--- config.mk ---
export PLATFORM = sky130hd
export DESIGN_NAME = crt_top
export DESIGN_NICKNAME = d
export VERILOG_FILES = /design/src/verilog/crt_host_pkg.sv /design/src/verilog/crt_reg_pkg.sv /design/src/verilog/crt_index.sv /design/src/verilog/crt_misc.sv /design/src/verilog/crt_read_mux.sv /design/src/verilog/crt_sync_gen.sv /design/src/verilog/crt_top.sv
export SDC_FILE = /design/constraint.sdc
export NUM_CORES = 1
export LEC_CHECK = 0
export BUFFER_PORTS_ARGS = -buffer_cell sky130_fd_sc_hd__buf_2
export CORE_MARGIN = 2
export CORE_UTILIZATION = 45
export DETAILED_ROUTE_END_ITERATION = 7
export HOLD_SLACK_MARGIN = 0.03
export PLACE_DENSITY = 0.67
export SETUP_SLACK_MARGIN = 0.02
export SYNTH_ARGS = -nofsm -noshare
export SYNTH_HDL_FRONTEND = slang
export SYNTH_HIERARCHICAL = 1
export SYNTH_SLANG_ARGS = --single-unit
--- constraint.sdc ---
create_clock -name h_hclk -period 3.05 [get_ports h_hclk]
set_input_delay 0.915 -clock h_hclk [delete_from_list [all_inputs] [get_ports h_hclk]]
set_output_delay 0.915 -clock h_hclk [all_outputs]
set_load 0.05 [all_outputs]
--- src/verilog/crt_host_pkg.sv ---
package crt_host_pkg;

  //////////////////////////////////////////////////
  // host I/O port map
  //////////////////////////////////////////////////

  // 3C2 is the misc output register on writes and input status 0 on reads.
  typedef enum logic [15:0] {
    PORT_MONO_INDEX  = 16'h03B4,
    PORT_MONO_DATA   = 16'h03B5,
    PORT_MONO_FEAT   = 16'h03BA,
    PORT_MISC_INS0   = 16'h03C2,
    PORT_FCR_RD      = 16'h03CA,
    PORT_MISC_RD     = 16'h03CC,
    PORT_COLOR_INDEX = 16'h03D4,
    PORT_COLOR_DATA  = 16'h03D5,
    PORT_COLOR_FEAT  = 16'h03DA
  } crt_io_port_e;

  typedef struct packed {
    logic        wr;
    logic        rd;
    logic        io16;
    logic [15:0] addr;
    logic [15:0] data;
  } crt_io_req_t;

  typedef struct packed {
    logic       valid;
    logic [7:0] data;
  } crt_io_rsp_t;

  // maps a mono port to the port that is live in the current addressing mode.
  function automatic logic [15:0] active_port(input crt_io_port_e mono_port,
                                              input logic color_mode);
    crt_io_port_e color_port;
    case (mono_port)
      PORT_MONO_INDEX: color_port = PORT_COLOR_INDEX;
      PORT_MONO_DATA:  color_port = PORT_COLOR_DATA;
      default:         color_port = PORT_COLOR_FEAT;
    endcase
    return color_mode ? color_port : mono_port;
  endfunction

endpackage

--- src/verilog/crt_reg_pkg.sv ---
package crt_reg_pkg;

  //////////////////////////////////////////////////
  // CRTC register layout
  //////////////////////////////////////////////////

  // only the mode control register is implemented, the rest read as zero.
  typedef enum logic [5:0] {
    CR17_MODE = 6'h17
  } crt_index_e;

  // CR17 mode control, most significant bit first.
  typedef struct packed {
    logic hw_reset;
    logic word_byte;
    logic addr_wrap;
    logic zero;
    logic count_by2;
    logic hscan_by2;
    logic map14;
    logic map13;
  } crt_cr17_t;

  // raster status as seen by the status registers.
  typedef struct packed {
    logic raw_vsync;
    logic vsync_vde;
    logic disp_en;
    logic crt_int;
  } crt_sync_t;

  // builds a CR17 value from a host byte with the reserved bit held low.
  function automatic crt_cr17_t cr17_from_byte(input logic [7:0] wdata);
    crt_cr17_t val;
    val = crt_cr17_t'(wdata);
    val.zero = 1'b0;
    return val;
  endfunction

endpackage

--- src/verilog/crt_index.sv ---
module crt_index
  import crt_host_pkg::*, crt_reg_pkg::*;
(
  input  logic        h_hclk,
  input  logic        h_reset_n,
  input  crt_io_req_t req,
  output crt_index_e  index,
  output logic        color_mode,
  output logic [7:0]  misc_out
);

  logic [15:0] idx_port;

  assign idx_port = active_port(PORT_MONO_INDEX, color_mode);

  // bit 0 of misc output selects the 3Dx port set.
  assign color_mode = misc_out[0];

  always_ff @(posedge h_hclk or negedge h_reset_n) begin
    if (!h_reset_n) begin
      index <= crt_index_e'(6'h00);
    end else if (req.wr && req.addr == idx_port) begin
      index <= crt_index_e'(req.data[5:0]);
    end
  end

  always_ff @(posedge h_hclk or negedge h_reset_n) begin
    if (!h_reset_n) begin
      misc_out <= 8'h00;
    end else if (req.wr && req.addr == PORT_MISC_INS0) begin
      misc_out <= req.data[7:0];
    end
  end

  //////////////////////////////////////////////////
  // bus protocol
  //////////////////////////////////////////////////

  // the write decode here and the read decode in the read mux assume
  // a request is never both.
  a_no_wr_rd: assert property (@(posedge h_hclk) disable iff (!h_reset_n)
    !(req.wr && req.rd))
    else $error("host request has wr and rd set together");

endmodule

--- src/verilog/crt_misc.sv ---
module crt_misc
  import crt_host_pkg::*, crt_reg_pkg::*;
(
  input  logic        h_hclk,
  input  logic        h_reset_n,
  input  crt_io_req_t req,
  input  crt_index_e  index,
  input  logic        color_mode,
  input  crt_sync_t   sync,
  input  logic        t_sense_n,
  input  logic        is01_b5,
  input  logic        is01_b4,
  output crt_cr17_t   cr17,
  output logic [7:0]  reg_fcr,
  output logic [7:0]  reg_ins0,
  output logic [7:0]  reg_ins1,
  output logic        vsync_sel
);

  logic [15:0] idx_port;
  logic [15:0] data_port;
  logic [15:0] feat_port;
  logic        cr17_wr;
  logic [7:0]  cr17_byte;
  logic        fcr_vsel;

  assign idx_port  = active_port(PORT_MONO_INDEX, color_mode);
  assign data_port = active_port(PORT_MONO_DATA, color_mode);
  assign feat_port = active_port(PORT_MONO_FEAT, color_mode);

  // a 16-bit index write carries the new index in the low byte and the
  // register data in the high byte.
  always_comb begin
    cr17_wr   = 1'b0;
    cr17_byte = req.data[7:0];
    if (req.wr) begin
      if (req.addr == data_port && index == CR17_MODE) begin
        cr17_wr = 1'b1;
      end else if (req.addr == idx_port && req.io16 && req.data[5:0] == CR17_MODE) begin
        cr17_wr   = 1'b1;
        cr17_byte = req.data[15:8];
      end
    end
  end

  always_ff @(posedge h_hclk or negedge h_reset_n) begin
    if (!h_reset_n) begin
      cr17 <= '0;
    end else if (cr17_wr) begin
      cr17 <= cr17_from_byte(cr17_byte);
    end
  end

  // only the vsync select bit of feature control is kept.
  always_ff @(posedge h_hclk or negedge h_reset_n) begin
    if (!h_reset_n) begin
      fcr_vsel <= 1'b0;
    end else if (req.wr && req.addr == feat_port) begin
      fcr_vsel <= req.data[3];
    end
  end

  //////////////////////////////////////////////////
  // status bytes
  //////////////////////////////////////////////////

  assign reg_fcr   = {4'b0000, fcr_vsel, 3'b000};
  assign vsync_sel = fcr_vsel;
  assign reg_ins0  = {sync.crt_int, 2'b00, t_sense_n, 4'b0000};
  assign reg_ins1  = {2'b00, is01_b5, is01_b4, sync.raw_vsync, 2'b00, sync.disp_en};

  a_cr17_zero: assert property (@(posedge h_hclk) disable iff (!h_reset_n)
    cr17.zero == 1'b0)
    else $error("CR17 bit 4 is set");

endmodule

--- src/verilog/crt_read_mux.sv ---
module crt_read_mux
  import crt_host_pkg::*, crt_reg_pkg::*;
(
  input  logic        h_hclk,
  input  logic        h_reset_n,
  input  crt_io_req_t req,
  input  crt_index_e  index,
  input  logic        color_mode,
  input  logic [7:0]  misc_out,
  input  crt_cr17_t   cr17,
  input  logic [7:0]  reg_fcr,
  input  logic [7:0]  reg_ins0,
  input  logic [7:0]  reg_ins1,
  output crt_io_rsp_t rsp,
  output logic        int_clr
);

  logic [15:0] idx_port;
  logic [15:0] data_port;
  logic [15:0] feat_port;
  logic [7:0]  rd_byte;

  assign idx_port  = active_port(PORT_MONO_INDEX, color_mode);
  assign data_port = active_port(PORT_MONO_DATA, color_mode);
  assign feat_port = active_port(PORT_MONO_FEAT, color_mode);

  // ports of the inactive mode fall through to the default and read as 0.
  always_comb begin
    rd_byte = 8'h00;
    if (req.addr == idx_port) begin
      rd_byte = {2'b00, index};
    end else if (req.addr == data_port) begin
      rd_byte = (index == CR17_MODE) ? cr17 : 8'h00;
    end else if (req.addr == feat_port) begin
      rd_byte = reg_ins1;
    end else begin
      case (req.addr)
        PORT_MISC_RD:   rd_byte = misc_out;
        PORT_MISC_INS0: rd_byte = reg_ins0;
        PORT_FCR_RD:    rd_byte = reg_fcr;
        default:        rd_byte = 8'h00;
      endcase
    end
  end

  // reading status 0 acknowledges the retrace interrupt.
  assign int_clr = req.rd && (req.addr == PORT_MISC_INS0);

  always_ff @(posedge h_hclk or negedge h_reset_n) begin
    if (!h_reset_n) begin
      rsp <= '0;
    end else begin
      rsp.valid <= req.rd;
      if (req.rd) begin
        rsp.data <= rd_byte;
      end
    end
  end

endmodule

--- src/verilog/crt_sync_gen.sv ---
module crt_sync_gen
  import crt_reg_pkg::*;
#(
  parameter int unsigned H_TOTAL      = 16,
  parameter int unsigned H_DISP       = 12,
  parameter int unsigned H_SYNC_START = 13,
  parameter int unsigned H_SYNC_END   = 15,
  parameter int unsigned V_TOTAL      = 10,
  parameter int unsigned V_DISP       = 8,
  parameter int unsigned V_SYNC_START = 8,
  parameter int unsigned V_SYNC_END   = 9
) (
  input  logic      h_hclk,
  input  logic      h_reset_n,
  input  crt_cr17_t cr17,
  input  logic      vsync_sel,
  input  logic      int_clr,
  output crt_sync_t sync,
  output logic      hsync,
  output logic      vsync
);

  localparam int HW = (H_TOTAL > 1) ? $clog2(H_TOTAL) : 1;
  localparam int VW = (V_TOTAL > 1) ? $clog2(V_TOTAL) : 1;

  logic [HW-1:0] col;
  logic [VW-1:0] line;
  logic          col_last;
  logic          line_last;
  logic          hsync_r;
  logic          vsync_d;
  logic          vsync_rise;
  logic          h_in_sync;
  logic          v_in_sync;

  //////////////////////////////////////////////////
  // raster counters
  //////////////////////////////////////////////////

  assign col_last  = (col == HW'(H_TOTAL - 1));
  assign line_last = (line == VW'(V_TOTAL - 1));

  always_ff @(posedge h_hclk or negedge h_reset_n) begin
    if (!h_reset_n) begin
      col  <= '0;
      line <= '0;
    end else if (col_last) begin
      col  <= '0;
      line <= line_last ? '0 : line + 1'b1;
    end else begin
      col <= col + 1'b1;
    end
  end

  //////////////////////////////////////////////////
  // registered timing signals
  //////////////////////////////////////////////////

  assign h_in_sync = (col >= HW'(H_SYNC_START)) && (col <= HW'(H_SYNC_END));
  assign v_in_sync = (line >= VW'(V_SYNC_START)) && (line <= VW'(V_SYNC_END));

  always_ff @(posedge h_hclk or negedge h_reset_n) begin
    if (!h_reset_n) begin
      hsync_r        <= 1'b0;
      sync.raw_vsync <= 1'b0;
      sync.vsync_vde <= 1'b0;
      sync.disp_en   <= 1'b0;
      vsync_d        <= 1'b0;
    end else begin
      hsync_r        <= h_in_sync;
      sync.raw_vsync <= v_in_sync;
      sync.vsync_vde <= v_in_sync || (line < VW'(V_DISP));
      sync.disp_en   <= (col < HW'(H_DISP)) && (line < VW'(V_DISP));
      vsync_d        <= sync.raw_vsync;
    end
  end

  assign vsync_rise = sync.raw_vsync && !vsync_d;

  // a new vsync start wins over a status 0 read in the same cycle, so no
  // retrace event is lost.
  always_ff @(posedge h_hclk or negedge h_reset_n) begin
    if (!h_reset_n) begin
      sync.crt_int <= 1'b0;
    end else if (vsync_rise) begin
      sync.crt_int <= 1'b1;
    end else if (int_clr) begin
      sync.crt_int <= 1'b0;
    end
  end

  // sync outputs are held inactive until CR17 bit 7 is set.
  assign hsync = hsync_r && cr17.hw_reset;
  assign vsync = (vsync_sel ? sync.vsync_vde : sync.raw_vsync) && cr17.hw_reset;

  a_col_range: assert property (@(posedge h_hclk) disable iff (!h_reset_n)
    col < HW'(H_TOTAL) || H_TOTAL == (1 << HW))
    else $error("column counter out of range");

  a_line_range: assert property (@(posedge h_hclk) disable iff (!h_reset_n)
    line < VW'(V_TOTAL) || V_TOTAL == (1 << VW))
    else $error("line counter out of range");

endmodule

--- src/verilog/crt_top.sv ---
module crt_top
  import crt_host_pkg::*, crt_reg_pkg::*;
#(
  parameter int unsigned H_TOTAL      = 16,
  parameter int unsigned H_DISP       = 12,
  parameter int unsigned H_SYNC_START = 13,
  parameter int unsigned H_SYNC_END   = 15,
  parameter int unsigned V_TOTAL      = 10,
  parameter int unsigned V_DISP       = 8,
  parameter int unsigned V_SYNC_START = 8,
  parameter int unsigned V_SYNC_END   = 9
) (
  input  logic        h_hclk,
  input  logic        h_reset_n,
  input  crt_io_req_t req,
  input  logic        t_sense_n,
  input  logic        is01_b5,
  input  logic        is01_b4,
  output crt_io_rsp_t rsp,
  output logic        hsync,
  output logic        vsync,
  output logic        color_mode
);

  crt_index_e index;
  logic [7:0] misc_out;
  crt_cr17_t  cr17;
  logic [7:0] reg_fcr;
  logic [7:0] reg_ins0;
  logic [7:0] reg_ins1;
  logic       vsync_sel;
  logic       int_clr;
  crt_sync_t  sync;

  crt_index u_index (
    .h_hclk(h_hclk), .h_reset_n(h_reset_n), .req(req),
    .index(index), .color_mode(color_mode), .misc_out(misc_out)
  );

  crt_misc u_misc (
    .h_hclk(h_hclk), .h_reset_n(h_reset_n), .req(req), .index(index),
    .color_mode(color_mode), .sync(sync), .t_sense_n(t_sense_n),
    .is01_b5(is01_b5), .is01_b4(is01_b4), .cr17(cr17), .reg_fcr(reg_fcr),
    .reg_ins0(reg_ins0), .reg_ins1(reg_ins1), .vsync_sel(vsync_sel)
  );

  crt_sync_gen #(
    .H_TOTAL(H_TOTAL), .H_DISP(H_DISP),
    .H_SYNC_START(H_SYNC_START), .H_SYNC_END(H_SYNC_END),
    .V_TOTAL(V_TOTAL), .V_DISP(V_DISP),
    .V_SYNC_START(V_SYNC_START), .V_SYNC_END(V_SYNC_END)
  ) u_sync_gen (
    .h_hclk(h_hclk), .h_reset_n(h_reset_n), .cr17(cr17), .vsync_sel(vsync_sel),
    .int_clr(int_clr), .sync(sync), .hsync(hsync), .vsync(vsync)
  );

  crt_read_mux u_read_mux (
    .h_hclk(h_hclk), .h_reset_n(h_reset_n), .req(req), .index(index),
    .color_mode(color_mode), .misc_out(misc_out), .cr17(cr17), .reg_fcr(reg_fcr),
    .reg_ins0(reg_ins0), .reg_ins1(reg_ins1), .rsp(rsp), .int_clr(int_clr)
  );

endmodule

==> results <==
- The flow ran to the end, and the final reports show no timing, DRC or antenna violations.
- The number of antenna violations at the first check in global routing came to 0.
- The adder-cell area share of the yosys netlist is 1.33%.
- Post-CTS repair changed the size of 0 cells.
- Counting every instance in the synthesized netlist gives 270.
- The worst setup slack after placement is 0.475 ns.
- The startpoint kind of the worst setup timing path is an input port.
- By startpoint and endpoint, the worst setup path is classified as in2reg.
- The total overflow left after global routing is 0.
- The cell sitting at the root of the clock tree is a clkbuf_8.
- 52 I/O pins were placed.
- The largest net degree at the start of global routing is 29.
- Sequential cells were found to cover 40.0% of the synthesized design area.
- Input and output buffers added on the ports amount to 50.
- Summing the areas of all xor and xnor instances in the mapped netlist gives 0.933% of the synthesized area.
- The power consumption is 1.10 mW.
- Yosys attributes the largest share of cell area to dfrtp_1 (40%), buf_4 (7.2%), mux2_2 (5.6%), a21oi_1 (4.3%), nand4b_1 (4.0%).
- STA puts the critical path data required time at 3.27 ns.
- In the finished design, the share of the clock period the worst path needs comes to 75.0%.
- The post-layout minimum cycle time is 2.29 ns.
- The DRC marker count from the first detailed-route iteration is 150.
- In this run the cell area of the synthesized design comes to 0.00282 mm^2.
- After synthesis the netlist holds a flip-flop and latch count of 45.
- The number of rows created at floorplan is 28.
- Summed over all failing endpoints, the final setup total negative slack is 0 ns.
- After legalization and detailed placement, the total HPWL measured 4.66 mm.
- The slew of the pin with the lowest slew margin is 0.573 ns.
- The signal on the critical path passes through buf_2 -> or4_4 -> nor4_2 -> and3_1 -> a222oi_1 -> a21oi_1.
- Max-cap violations in this run came to 0.
- Of all nets on the critical path, the largest fanout is 8.
- The leakage component of the power is 1.41 nW.
- The total count of max-transition violations in the final report came to 0.
- The arrival time of the worst setup path is 2.51 ns.
- Detailed routing inserted a total of 2144 vias.
- After synthesis, the share of cell area in mux cells is 6.71%.
- The class of the worst hold path is reg2reg.
- The count of clock tree sinks is 45.
- The final weighted congestion of routability-driven global placement is 0.856.
- For this run, the top clock speed supported by timing is 0.437 GHz.
- Setup violations remaining at the end of the flow were counted as 0.
- The number of synthesized flops with an enable pin is 0.
- Measured on the finished design, the core utilization comes to 51.4%.
- dfrtp_1 takes more of the synthesized area than any other cell.
- The number of endpoints with negative hold slack in the final report was 0.
- The layout net count is 355.
- Counting distinct cell types in the post-synthesis netlist gives 58.
- The total track usage is 18.2%.
- After clock tree synthesis, the clock-pin slew on the worst setup and hold paths is 0.08 ns.
- The complex-gate fraction of the synthesized area is 16.1%.
- The floorplan step defined a die boundary enclosing 0.00690 mm^2.
- Of the cells placed in the final design, the portion with a size suffix greater than 1 is 29.7%.
- The minimum setup slack in the final design is 0.763 ns.
- The master of the slowest instance on the critical path is or4_4.
- Ranked by instance count, the synthesized netlist is headed by dfrtp_1 (45), buf_4 (27), inv_1 (26).
- Buffers inserted to repair hold after CTS numbered 0.
- Dividing the detail-routed wire length by the instance count gives 15.7 um.
- Fill cells in the final layout number 554.
- In the synthesized netlist the async set-or-reset flop fraction comes to 100%.
- The worst setup path is captured at a flip-flop.
- The horizontal die dimension is 83.1 um.
- The first-pass GRT wire length is 10.2 mm.
- After synthesis, the largest family of logic cells by area is simple AND/OR/NAND/NOR gates.
- The most common cell in the synthesized netlist is dfrtp_1.
- The starting utilization of the core area is 47.0%.
- The clock tree skew after final layout is 0.00857 ns.
- The clock tree from TritonCTS is yes.
- The detail route stage leaves a number of antenna-violating nets equal to 0.
- The peak supply drop is 0.233 mV.
- On the critical path the largest part of the delay comes from simple AND/OR/NAND/NOR gates.
- The H-tree depth is 2.
- In this run the biggest area consumer among cell types represents 40.0% of the synthesized area.
- After detailed routing, the number of vias per cell comes to 5.53.
- The diode insertion count for antenna repair is 0.
- In this design, the stage delay of the slowest critical-path cell is 0.56 ns.
- The via count of the first global-routing pass was 1958.
- Relative to the synthesized area, the layout overhead comes to 9.33%.
- The core region is 0.00599 mm^2.
- From bottom edge to top edge, the die measures 83.1 um.
- Setup repair after global routing left no endpoint under its margin.
- The number of clock buffers added by TritonCTS is 5.
- The post-CTS setup-driven buffer insertion count is 0.
- The first TritonRoute pass finished after 5 iterations.
- Dividing the synthesized area by the synthesized cell count gives 10.4 um^2.
- After detailed routing, the total wire length is 6.08 mm.
- Together, buffers and inverters on the worst path number 1.
- The share of synthesized cell area in and, or, nand and nor gates is 22.0%.
- The worst slew margin relative to its limit is 61.6%.
- No sink is reached through more buffers than the 2 on the longest clock path.
- The leading register cell type out of synthesis is dfrtp_1.
- The DRC violations left is 0.
- The insertion delay to the later sink of the worst-skew pair is 0.30 ns.
- In this run the power density over the cells is 358 mW/mm^2.
- The Yosys step of the flow raised 6 warnings.
## worst register-to-register path, cell delays in order (launching register included)
cell	delay [ns]
dfrtp_1	0.49
or3b_1	0.42
a211oi_2	0.32
and3_1	0.39
a222oi_1	0.17
a21oi_1	0.16
## path summary, 6_finish.rpt
path / start / end / slack [ns] / cells after the start
max: req[29] / u_read_mux/rsp[7]$_DFFE_PN0P_ / 0.76 / 6
min: u_sync_gen/vsync_d$_DFF_PN0_ / u_sync_gen/sync[0]$_DFFE_PN0P_ / 0.43 / 1
max reg2reg: u_index/misc_out[0]$_DFFE_PN0P_ / u_read_mux/rsp[0]$_DFFE_PN0P_ / 1.04 / 5
min reg2reg: u_sync_gen/vsync_d$_DFF_PN0_ / u_sync_gen/sync[0]$_DFFE_PN0P_ / 0.43 / 1
max in group asynchronous: h_reset_n / u_misc/cr17[0]$_DFFE_PN0P_ / 1.83 / 2
min in group asynchronous: h_reset_n / u_read_mux/rsp[3]$_DFFE_PN0P_ / 0.53 / 1
## registers in the layout, summed over array words and instances, names as in the netlist
signal              count
u_read_mux/rsp          9
u_index/misc_out        8
u_misc/cr17             7
u_index/index           6
u_sync_gen/col          4
u_sync_gen/line         4
u_sync_gen/sync         4
u_misc/vsync_sel        1
u_sync_gen/hsync_r      1
u_sync_gen/vsync_d      1
## kinds of logic after synthesis
| kind of cell | after synthesis |
|---|---|
| xor+xnor | 3 |
| flops | 45 |
| mux | 17 |
| buf+inv | 63 |
| other cells | 1 |
| fa+ha+maj | 3 |
| simple gates | 77 |
| compound gates | 61 |
## layer usage
layer,up-vias,track usage [%],wire [um]
met2,65,25.4,2610
met5,-,0,0
met3,4,4.37,356
met1,1024,28.4,3060
li1,1051,-,-
met4,0,3.87,42
## cells in the final DEF, fill, tap and decap left out, types with 3 or more instances in the layout
cell,netlist,layout
buf_2,4,50
dfrtp_1,45,45
inv_1,26,26
a21oi_1,24,24
conb_1,1,18
mux2_2,14,14
nor2_1,13,13
nand4b_1,13,13
a222oi_1,8,8
a221o_1,7,7
o22ai_1,7,7
clkbuf_8,0,5
nand3_1,5,5
nor3b_2,5,5
buf_4,27,4
nand2_1,4,4
nor4b_1,3,3
and3_1,3,3
and3b_1,3,3
and4b_1,3,3
nand3b_1,3,3
o21ai_0,3,3
ha_1,3,3
## stage by stage
| step | hold WS (ns) | instance area, um^2 | cells |
|---|---|---|---|
| after floorplan | 0.394 | 2880 | 287 |
| after global placement | 0.415 | 3000 | 380 |
| after detailed placement | 0.427 | 3000 | 380 |
| after CTS | 0.434 | 3080 | 388 |
| after global routing | 0.444 | 3080 | 388 |
| final | 0.434 | 3080 | 388 |
## power by group
part | switching [mW] | total (mW) | internal (mW)
clock | 0.200 | 0.359 | 0.159
combinational | 0.0886 | 0.137 | 0.0480
sequential | 0.00361 | 0.607 | 0.603
total | 0.293 | 1.10 | 0.810
## cell type report
cell class	instances	area [um^2]	share of cell area [%]
clock buffers	6	72.6	2.36
clock inverters	2	10.0	0.325
inverters	27	101	3.29
multi-input cells	179	1390	45.3
flip-flops and latches	45	1130	36.6
well taps	75	93.8	3.05
repair buffers	54	280	9.11
Note: power is estimated with default switching activity, not from simulation.
